## src/common/fetchPkg.sv

```systemverilog
// Shared definitions for the instruction fetch stage
// Instruction field positions, opcode constants and the NOP word
// Packed structs describing the fetched word and each later stage
`default_nettype none

package fetchPkg;

   // Later pipeline stages tracked by the hazard unit (D, X, M, W)
   localparam int numStages = 4;
   localparam int regIdxBits = 3;

   // Instruction field positions
   localparam int opMsb = 15;
   localparam int opLsb = 11;
   localparam int rsMsb = 10;
   localparam int rsLsb = 8;
   localparam int rtMsb = 7;
   localparam int rtLsb = 5;

   // Opcodes that matter to fetch
   localparam logic [4:0] opHalt = 5'b00000;
   localparam logic [4:0] opNop = 5'b00001;
   // Any opcode with these upper three bits is a branch
   localparam logic [2:0] opBranchPrefix = 3'b011;

   // Word fed down the pipe while fetch is stalled
   localparam logic [15:0] nopWord = {opNop, 11'b0};

   // Write and branch status of one later stage
   typedef struct packed {
      logic                  regWrt;
      logic [regIdxBits-1:0] wrtReg;
      logic                  branchInst;
   } stageInfo_t;

   // Source registers read by the fetched word
   typedef struct packed {
      logic                  readsRs;
      logic [regIdxBits-1:0] rs;
      logic                  readsRt;
      logic [regIdxBits-1:0] rt;
      logic                  isBranch;
   } srcInfo_t;

endpackage

`default_nettype wire

```

## src/hdl/pcUnit.sv

```systemverilog
// Program counter register with its incrementer
// Raises err on incrementer carry out or a misaligned PC
`timescale 1ns/1ps
`default_nettype none

module pcUnit (
   input  wire logic        clk,
   input  wire logic        rst,
   input  wire logic [15:0] newPC,
   input  wire logic        hold,
   input  wire logic        createDump,
   output logic      [15:0] pc,
   output logic      [15:0] incPC,
   output logic             err
);

   logic [16:0] sumWide;
   logic        pcWrite;
   logic        carryOut;
   logic        misaligned;

   // The PC only moves when neither the hazard unit nor a dump freezes it
   assign pcWrite = !hold && !createDump;

   always_ff @(posedge clk) begin
      if (rst) begin
         pc <= 16'h0000;
      end else if (pcWrite) begin
         pc <= newPC;
      end
   end

   // Keep the carry so that FFFE + 2 is caught
   assign sumWide = {1'b0, pc} + 17'd2;
   assign incPC = sumWide[15:0];
   assign carryOut = sumWide[16];

   // Instructions are word aligned, so an odd PC is an error
   assign misaligned = pc[0];

   assign err = carryOut || misaligned;

   // An even target below FFFE leaves the PC aligned and the incrementer without carry
   evenWriteKeepsAlignment: assert property (
      @(posedge clk) disable iff (rst)
      (pcWrite && !newPC[0] && newPC != 16'hFFFE) |=> !err
   ) else $error("err set after writing an even newPC below FFFE");

endmodule

`default_nettype wire

```

## src/hdl/instrMemory.sv

```systemverilog
// Word-organized instruction memory
// Combinational read by byte address, synchronous word load port
`timescale 1ns/1ps
`default_nettype none

module instrMemory #(
   parameter int memAddrBits = 8
) (
   input  wire logic                   clk,
   input  wire logic [15:0]            addr,
   output logic      [15:0]            rdata,
   input  wire logic                   loadEn,
   input  wire logic [memAddrBits-1:0] loadAddr,
   input  wire logic [15:0]            loadData
);

   localparam int depth = 2 ** memAddrBits;

   logic [15:0] mem [depth];
   logic [memAddrBits-1:0] wordIdx;

   // The byte address becomes a word index and the bits above the array size wrap
   assign wordIdx = addr[memAddrBits:1];

   assign rdata = mem[wordIdx];

   // A load port write is visible to the read side from the next cycle
   always_ff @(posedge clk) begin
      if (loadEn) begin
         mem[loadAddr] <= loadData;
      end
   end

endmodule

`default_nettype wire

```

## src/hazard/srcRegDecode.sv

```systemverilog
// Source register decoder for the fetched word
// Reports which of rs and rt are read and whether the word is a branch
`timescale 1ns/1ps
`default_nettype none

module srcRegDecode (
   input  wire logic [15:0]     instr,
   output fetchPkg::srcInfo_t   src
);

   logic [4:0] opcode;
   logic       isHalt;
   logic       isNop;
   logic       isBranchOp;
   logic       readsNothing;

   assign opcode = instr[fetchPkg::opMsb:fetchPkg::opLsb];

   assign isHalt = (opcode == fetchPkg::opHalt);
   assign isNop = (opcode == fetchPkg::opNop);
   assign isBranchOp = (opcode[4:2] == fetchPkg::opBranchPrefix);

   // Halt and NOP touch no registers
   assign readsNothing = isHalt || isNop;

   always_comb begin
      // Register fields are passed through and the read flags qualify them
      src.rs = instr[fetchPkg::rsMsb:fetchPkg::rsLsb];
      src.rt = instr[fetchPkg::rtMsb:fetchPkg::rtLsb];
      src.isBranch = 1'b0;
      src.readsRs = 1'b0;
      src.readsRt = 1'b0;

      if (readsNothing) begin
         src.readsRs = 1'b0;
         src.readsRt = 1'b0;
      end else if (isBranchOp) begin
         // Branches compare rs only
         src.readsRs = 1'b1;
         src.isBranch = 1'b1;
      end else begin
         src.readsRs = 1'b1;
         src.readsRt = 1'b1;
      end
   end

endmodule

`default_nettype wire

```

## src/hazard/stageConflict.sv

```systemverilog
// Conflict check between the fetched word and one later stage
// Flags a pending write to a read register or an unresolved branch
`timescale 1ns/1ps
`default_nettype none

module stageConflict (
   input  wire fetchPkg::srcInfo_t   src,
   input  wire fetchPkg::stageInfo_t stage,
   output logic                      conflict
);

   logic rsHit;
   logic rtHit;
   logic regHazard;

   // Match only registers the fetched word actually reads
   assign rsHit = src.readsRs && (src.rs == stage.wrtReg);
   assign rtHit = src.readsRt && (src.rt == stage.wrtReg);

   assign regHazard = stage.regWrt && (rsHit || rtHit);

   // A branch in flight leaves the fetch path unresolved
   assign conflict = regHazard || stage.branchInst;

endmodule

`default_nettype wire

```

## src/hazard/stallControl.sv

```systemverilog
// Stall controller for the fetch stage
// Merges per-stage conflicts into stall, NOP substitution and valid flags
`timescale 1ns/1ps
`default_nettype none

module stallControl (
   input  wire logic [fetchPkg::numStages-1:0] conflicts,
   input  wire logic [15:0]                    rawInstr,
   input  wire fetchPkg::srcInfo_t             src,
   output logic                                stall,
   output logic      [15:0]                    instruction,
   output logic                                instrValid,
   output logic                                branchInstF
);

   // Any stage in conflict holds the whole fetch
   assign stall = |conflicts;

   always_comb begin
      if (stall) begin
         // Bubble goes down the pipe in place of the fetched word
         instruction = fetchPkg::nopWord;
         instrValid = 1'b0;
      end else begin
         instruction = rawInstr;
         instrValid = 1'b1;
      end
   end

   // A stalled branch is refetched later and reported then
   assign branchInstF = src.isBranch && !stall;

endmodule

`default_nettype wire

```

## src/hdl/fetchStage.sv

```systemverilog
// Top level of the instruction fetch stage
// Connects the PC unit, the instruction memory and the hazard unit
// One stage comparator per later pipeline stage feeds the stall controller
`timescale 1ns/1ps
`default_nettype none

module fetchStage #(
   parameter int memAddrBits = 8
) (
   input  wire logic                   clk,
   input  wire logic                   rst,
   input  wire logic [15:0]            newPC,
   input  wire logic                   createDump,
   input  wire fetchPkg::stageInfo_t   stages [fetchPkg::numStages],
   input  wire logic                   loadEn,
   input  wire logic [memAddrBits-1:0] loadAddr,
   input  wire logic [15:0]            loadData,
   output logic      [15:0]            instruction,
   output logic      [15:0]            incPC,
   output logic                        instrValid,
   output logic                        branchInstF,
   output logic                        err
);

   logic [15:0]                    pc;
   logic [15:0]                    rawInstr;
   logic                           stall;
   logic [fetchPkg::numStages-1:0] conflicts;
   fetchPkg::srcInfo_t             src;

   pcUnit pcUnit0 (
      .clk(clk),
      .rst(rst),
      .newPC(newPC),
      .hold(stall),
      .createDump(createDump),
      .pc(pc),
      .incPC(incPC),
      .err(err)
   );

   instrMemory #(.memAddrBits(memAddrBits)) instrMemory0 (
      .clk(clk),
      .addr(pc),
      .rdata(rawInstr),
      .loadEn(loadEn),
      .loadAddr(loadAddr),
      .loadData(loadData)
   );

   srcRegDecode srcRegDecode0 (.instr(rawInstr), .src(src));

   // Index 0 is decode and the last index is writeback
   for (genvar k = 0; k < fetchPkg::numStages; k++) begin : gStage
      stageConflict stageConflict0 (.src(src), .stage(stages[k]), .conflict(conflicts[k]));
   end

   stallControl stallControl0 (
      .conflicts(conflicts),
      .rawInstr(rawInstr),
      .src(src),
      .stall(stall),
      .instruction(instruction),
      .instrValid(instrValid),
      .branchInstF(branchInstF)
   );

   // A bubble cycle must leave the PC where it was, so the word is refetched
   bubbleHoldsPc: assert property (
      @(posedge clk) disable iff (rst)
      !instrValid |=> pc == $past(pc)
   ) else $error("PC moved during a stall");

endmodule

`default_nettype wire

```

## config.mk

```make
export PLATFORM = sky130hd
export DESIGN_NAME = fetchStage
export DESIGN_NICKNAME = d
export VERILOG_FILES = /design/src/common/fetchPkg.sv /design/src/hdl/pcUnit.sv /design/src/hdl/instrMemory.sv /design/src/hazard/srcRegDecode.sv /design/src/hazard/stageConflict.sv /design/src/hazard/stallControl.sv /design/src/hdl/fetchStage.sv
export SDC_FILE = /design/constraint.sdc
export NUM_CORES = 2
export LEC_CHECK = 0
export ABC_CLOCK_PERIOD_IN_PS = 9100
export BUFFER_PORTS_ARGS = -buffer_cell sky130_fd_sc_hd__buf_2
export CELL_PAD_IN_SITES_DETAIL_PLACEMENT = 1
export CELL_PAD_IN_SITES_GLOBAL_PLACEMENT = 2
export CORE_UTILIZATION = 50
export CTS_CLUSTER_DIAMETER = 50
export DETAILED_ROUTE_END_ITERATION = 10
export PLACE_DENSITY_LB_ADDON = 0.1
export SLEW_MARGIN = 40
export SYNTH_ARGS = -nofsm -noshare
export SYNTH_HDL_FRONTEND = slang
export SYNTH_SLANG_ARGS = --single-unit
```

## constraint.sdc

```tcl
create_clock -name clk -period 9.1 [get_ports clk]
set_input_delay 0 -clock clk [delete_from_list [all_inputs] [get_ports clk]]
set_output_delay 0 -clock clk [all_outputs]
set_load 0.02 [all_outputs]
```

=== Yosys cells after proc, flatten, opt, wreduce, memory -nomap -nowiden ===
Memories as Yosys holds them, arrays and structs flattened. A register that Yosys moved wholly into a read port is not among the register bits.
Index checks and enable logic that the tools add are counted.

* Logic and storage cells: 52
* Memories kept: 1
* Bits of input ports: 64
* Memory bits (writable): 4096
* Flip-flop bits (word level): 16
* Output and inout port bits: 35

{| class="wikitable"
|+ Memories
! memory !! depth !! bits a word !! read ports !! clocked after Yosys merged registers in !! write ports !! RTL line !! source
|-
| instrMemory0.mem || 256 || 16 || 1 || 1 || 1 || instrMemory.sv:19 || <nowiki>logic [15:0] mem [depth];</nowiki>
|}

* Muxes and demuxes: 11
* Reductions and logical operators: 28
* $add $sub $neg: 1
* Eq/ne operators: 10

{| class="wikitable"
|+ Operator list
! cell !! number
|-
| $eq A3 B3 Y1 || 8
|-
| $add A16 B2 Y17 const B || 1
|-
| $mux W16 || 1
|-
| $mux W8 || 2
|-
| $logic_and A1 B1 Y1 || 14
|-
| $logic_or A1 B1 Y1 || 10
|-
| $mux W1 || 8
|-
| $eq A5 B1 Y1 const B || 1
|-
| $logic_not A5 Y1 || 1
|-
| $reduce_or A4 Y1 || 1
|-
| $eq A3 B2 Y1 const B || 1
|-
| $logic_not A1 Y1 || 2
|}

=== Logic depth before layout (Yosys ltp) ===
* Depth after elaboration: 12
* Gate-level depth with buffers: 21
* Gate-level depth less buffers: 12

=== By module ===
From an unflattened synthesis, not the netlist that was laid out.

* Cells, all modules: 7530
* Area total of the unflattened synthesis: 159822.0 um2

{| class="wikitable"
|+ Modules (own cells, without submodules)
! module !! cells each !! times used !! area an instance (um2) !! seq. area each (um2)
|-
| instrMemory || 7344 || 1 || 158394.4 || 122998.0
|-
| pcUnit || 112 || 1 || 884.6 || 320.3
|-
| stageConflict || 11 || 4 || 78.8 || 0.0
|-
| stallControl || 20 || 1 || 142.6 || 0.0
|-
| srcRegDecode || 10 || 1 || 85.1 || 0.0
|}

=== Least setup slack after synthesis ===
No wires, ideal clock.

* Path kind: reg2out
* From: register (tool-made name)
* To: output instruction[11]
* Path buffers: 9
* Required time: 9100 ps
* Arrival time: 4092 ps
* Cell stages (with the launch flop): 15
* Path slack: 5008 ps
* Cells stage by stage: dfxtp_1 -> buf_4 -> buf_6 -> buf_4 -> buf_4 -> buf_4 -> buf_4 -> buf_4 -> clkbuf_1 -> clkbuf_1 -> mux4_2 -> mux4_2 -> mux4_2 -> mux4_2 -> or2_1

{| class="wikitable"
|+ RTL lines
! element !! RTL line !! source
|-
| to (decl) || fetchStage.sv:18 || <nowiki>output logic [15:0] instruction,</nowiki>
|}

==> impl_metrics.json <==
{
  "clock-sinks": 4120,
  "initial_utilization": 0.504,
  "timing.fmax_mhz": 124,
  "finalWorstSetupSlack_ps": 1030,
  "crit_chain": "buf_12 -> buf_4 -> buf_4 -> mux4_2 -> nand2_1 -> nand3_1 -> o211ai_1 -> a41oi_1 -> and3_1 -> xor2_1 -> nor3_1 -> o21ai_0 -> a41oi_2 -> nand2b_1 -> buf_4 -> nor4_2 -> buf_2",
  "synth_nets": 7133,
  "synth_top_area_frac": 0.772,
  "grt_pass1_vias": 81600,
  "synth_top_cell_by_area": "edfxtp_1",
  "slowest_delay_ps": 890,
  "cts-root-buf": "clkbuf_16",
  "grt_setup_unrepaired": "no",
  "yosys_most_used_dff": "edfxtp_1",
  "drt-initial-drc-count": 11200,
  "postSynth.asyncResetShare": 0,
  "start_kind": "register",
  "max-vdd-ir-drop_v": 0.000172,
  "hold_violations": 0,
  "ios": 99,
  "ys_seq_area_frac": 0.775,
  "maxCapViolations": 0,
  "end_kind": "output port",
  "path_clk_slew_ps": 60,
  "areaGrowthSynthToFinish_pct": 15.7,
  "post-route-period-util": 0.887,
  "slew_violations": 0,
  "synth_edf_count": 4096,
  "cts_tree": "done",
  "synth_warnings": 0,
  "crit_arrival_ps": 8070,
  "syn_inst": 7068,
  "pre_cts_slack_ps": 2120,
  "synth_cell_type_count": 78,
  "num_vias": 81400,
  "power_mw": 40.4,
  "dpl.hpwl_um": 311000,
  "crit_top_cell": "buf_4",
  "die_x_um": 567,
  "pwr_density_cell_nw_per_um2": 219,
  "setup_tns_ps": 0,
  "ys_ff_latch": 4120,
  "crit_fanout": 53,
  "layout-drive-gt1-share": 0.314,
  "cp.required_ps": 9100,
  "p_leak_nw": 55.9,
  "port_buffers": 98,
  "dr.pass1.iters": 5,
  "clk-insertion-delay-late_ps": 980,
  "avgRoutedWirePerCell_um": 40.4,
  "grt_first_pass_wirelength_um": 684000,
  "ctsHtreeMaxLevel": 5,
  "crit_slowest_cell": "dfxtp_4",
  "ant_nets": 0,
  "postCtsSetupBuffers": 0,
  "ys_top_cells_by_area": "edfxtp_1, mux4_2, mux2i_1",
  "worst-setup-path-type": "reg2out",
  "fill_cells": 25900,
  "coreArea_um2": 316000,
  "slew_headroom": 0.333,
  "antenna_found_initial": 48,
  "cts_inserted_buffers": 455,
  "hold_class": "in2reg",
  "syn_area_per_cell_um2": 22.5,
  "die-area_um2": 321000,
  "status": "finished clean",
  "fin_util": 0.584,
  "routabilityCongestion": 0.863,
  "layout_min_cycle_time_ps": 8070,
  "grt_overflow": 0,
  "drc_errors": 0,
  "routed_wl_um": 500000,
  "via_per_inst": 6.58,
  "fin_nets": 7833,
  "clockBufferDepth": 4,
  "setup_viol": 0,
  "rows": 206,
  "fin_skew_ps": 42.6,
  "syn_area_um2": 159000,
  "worst_pin_slew_ps": 984,
  "die_y_um": 567,
  "grtUsageTotal": 0.311,
  "grt_max_degree": 108
}
-- state kept, by name (all words and copies together), names as in the netlist, named ones only --
name / count
pcUnit0.pc: 16
instrMemory0.mem: 4096
-- through the flow --
stage / instance area, µm² / hold WS (ps) / cells
CTS: 184000 / 13.5 / 12300
global route: 184000 / 7.40 / 12400
global placement: 167000 / 347 / 11300
floorplan: 159000 / 69.1 / 7068
finish: 184000 / 7.18 / 12400
detailed placement: 168000 / 350 / 11400
-- layout by cell type (no fill, tap or decap), types with 82 or more instances in the layout --
master         synthesis  layout
mux4_2              1056    1056
a22oi_1              108     108
buf_2                 82      82
nand2_1              132     129
buf_4                 74     365
clkbuf_1             163      88
a21oi_1               91      88
nor2_1               309     129
edfxtp_1            4096    4096
nor2_2                 0     130
clkinv_2               0      82
mux2i_1              287     286
clkbuf_16              0     457
dlygate4sd3_1          0     104
-- cell families after synthesis --
kind of cell | Yosys count | share of synthesized area
XOR/XNOR | 37 | 0.00203
AND/OR/NAND/NOR | 689 | 0.0200
flip-flops | 4120 | 0.775
buffers and inverters | 416 | 0.0149
AO/OA/AOI/OAI | 445 | 0.0195
multiplexers | 1360 | 0.168
adder cells (fa/ha/maj) | 1 | 0.0000785
-- cell usage after synthesis (14+ instances only) --
master,number
dfxtp_1,24
o22ai_1,40
mux2i_1,287
buf_2,82
buf_6,52
o21ai_0,47
mux4_2,1056
nand2b_1,16
nand3_1,72
nor3_1,24
a22oi_1,108
nor2_1,309
a22o_1,19
nand2_1,132
clkbuf_1,163
nand4_1,26
o221ai_1,18
xnor2_1,17
nor2b_1,33
buf_4,74
xor2_1,20
mux2_2,17
buf_1,29
a21oi_1,91
a211oi_1,20
edfxtp_1,4096
and3_1,14
-- layer usage --
layer  up-vias  global-route usage  part of all wire  wire [µm]
li1      31600                   -                 -          -
met1     44800               0.443              0.40     199000
met2      4261               0.486              0.47     236000
met5         -                   0           0.00012         59
met3       798              0.0492             0.086      43200
met4        12               0.125             0.043      21600
-- power by group --
part	internal [mW]	switching, mW
Combinational	0.242	0.696
Sequential	20.9	0.0158
Clock	10.8	7.75
Total	32.0	8.46
-- worst paths after layout --
check                           slack (ps)                                 end  cells after the start                        from
worst max-delay path                  1030                         branchInstF                     17                    register
worst min-delay path                     7  instrMemory0.mem[168][9]$_DFFE_PP_                      2                 loadData[9]
worst max register to register        1160         pcUnit0.pc[13]$_SDFFE_PP0P_                     19                    register
worst min register to register         640                            register                      2  pcUnit0.pc[1]$_SDFFE_PP0P_
-- worst max-delay path: cells and delay by family, from the launching register on --
family,cells,cell delay (ps)
simple gates,6,2050
xor+xnor,1,200
compound gates,4,1440
buf+inv,5,2010
flops,1,890
mux,1,320
-- cell type report --
| class | count | area, µm² | share of cell area |
|---|---|---|---|
| flip-flops and latches | 4120 | 124000 | 0.670 |
| multi-input cells | 2532 | 34400 | 0.187 |
| clock buffers | 544 | 11700 | 0.0637 |
| repair buffers | 649 | 6010 | 0.0326 |
| well taps | 4160 | 5200 | 0.0282 |
| clock inverters | 304 | 3350 | 0.0181 |
| diodes | 57 | 143 | 0.000773 |
| inverters | 10 | 46.3 | 0.000251 |
-- repair_timing --
| item | in CTS | in global routing |
|---|---|---|
| hold buffers | 104 | 0 |
| endpoints found under the hold margin | 2021 | 0 |
| gates resized for setup | 0 | 0 |
Power figures use the tool's default switching activity.
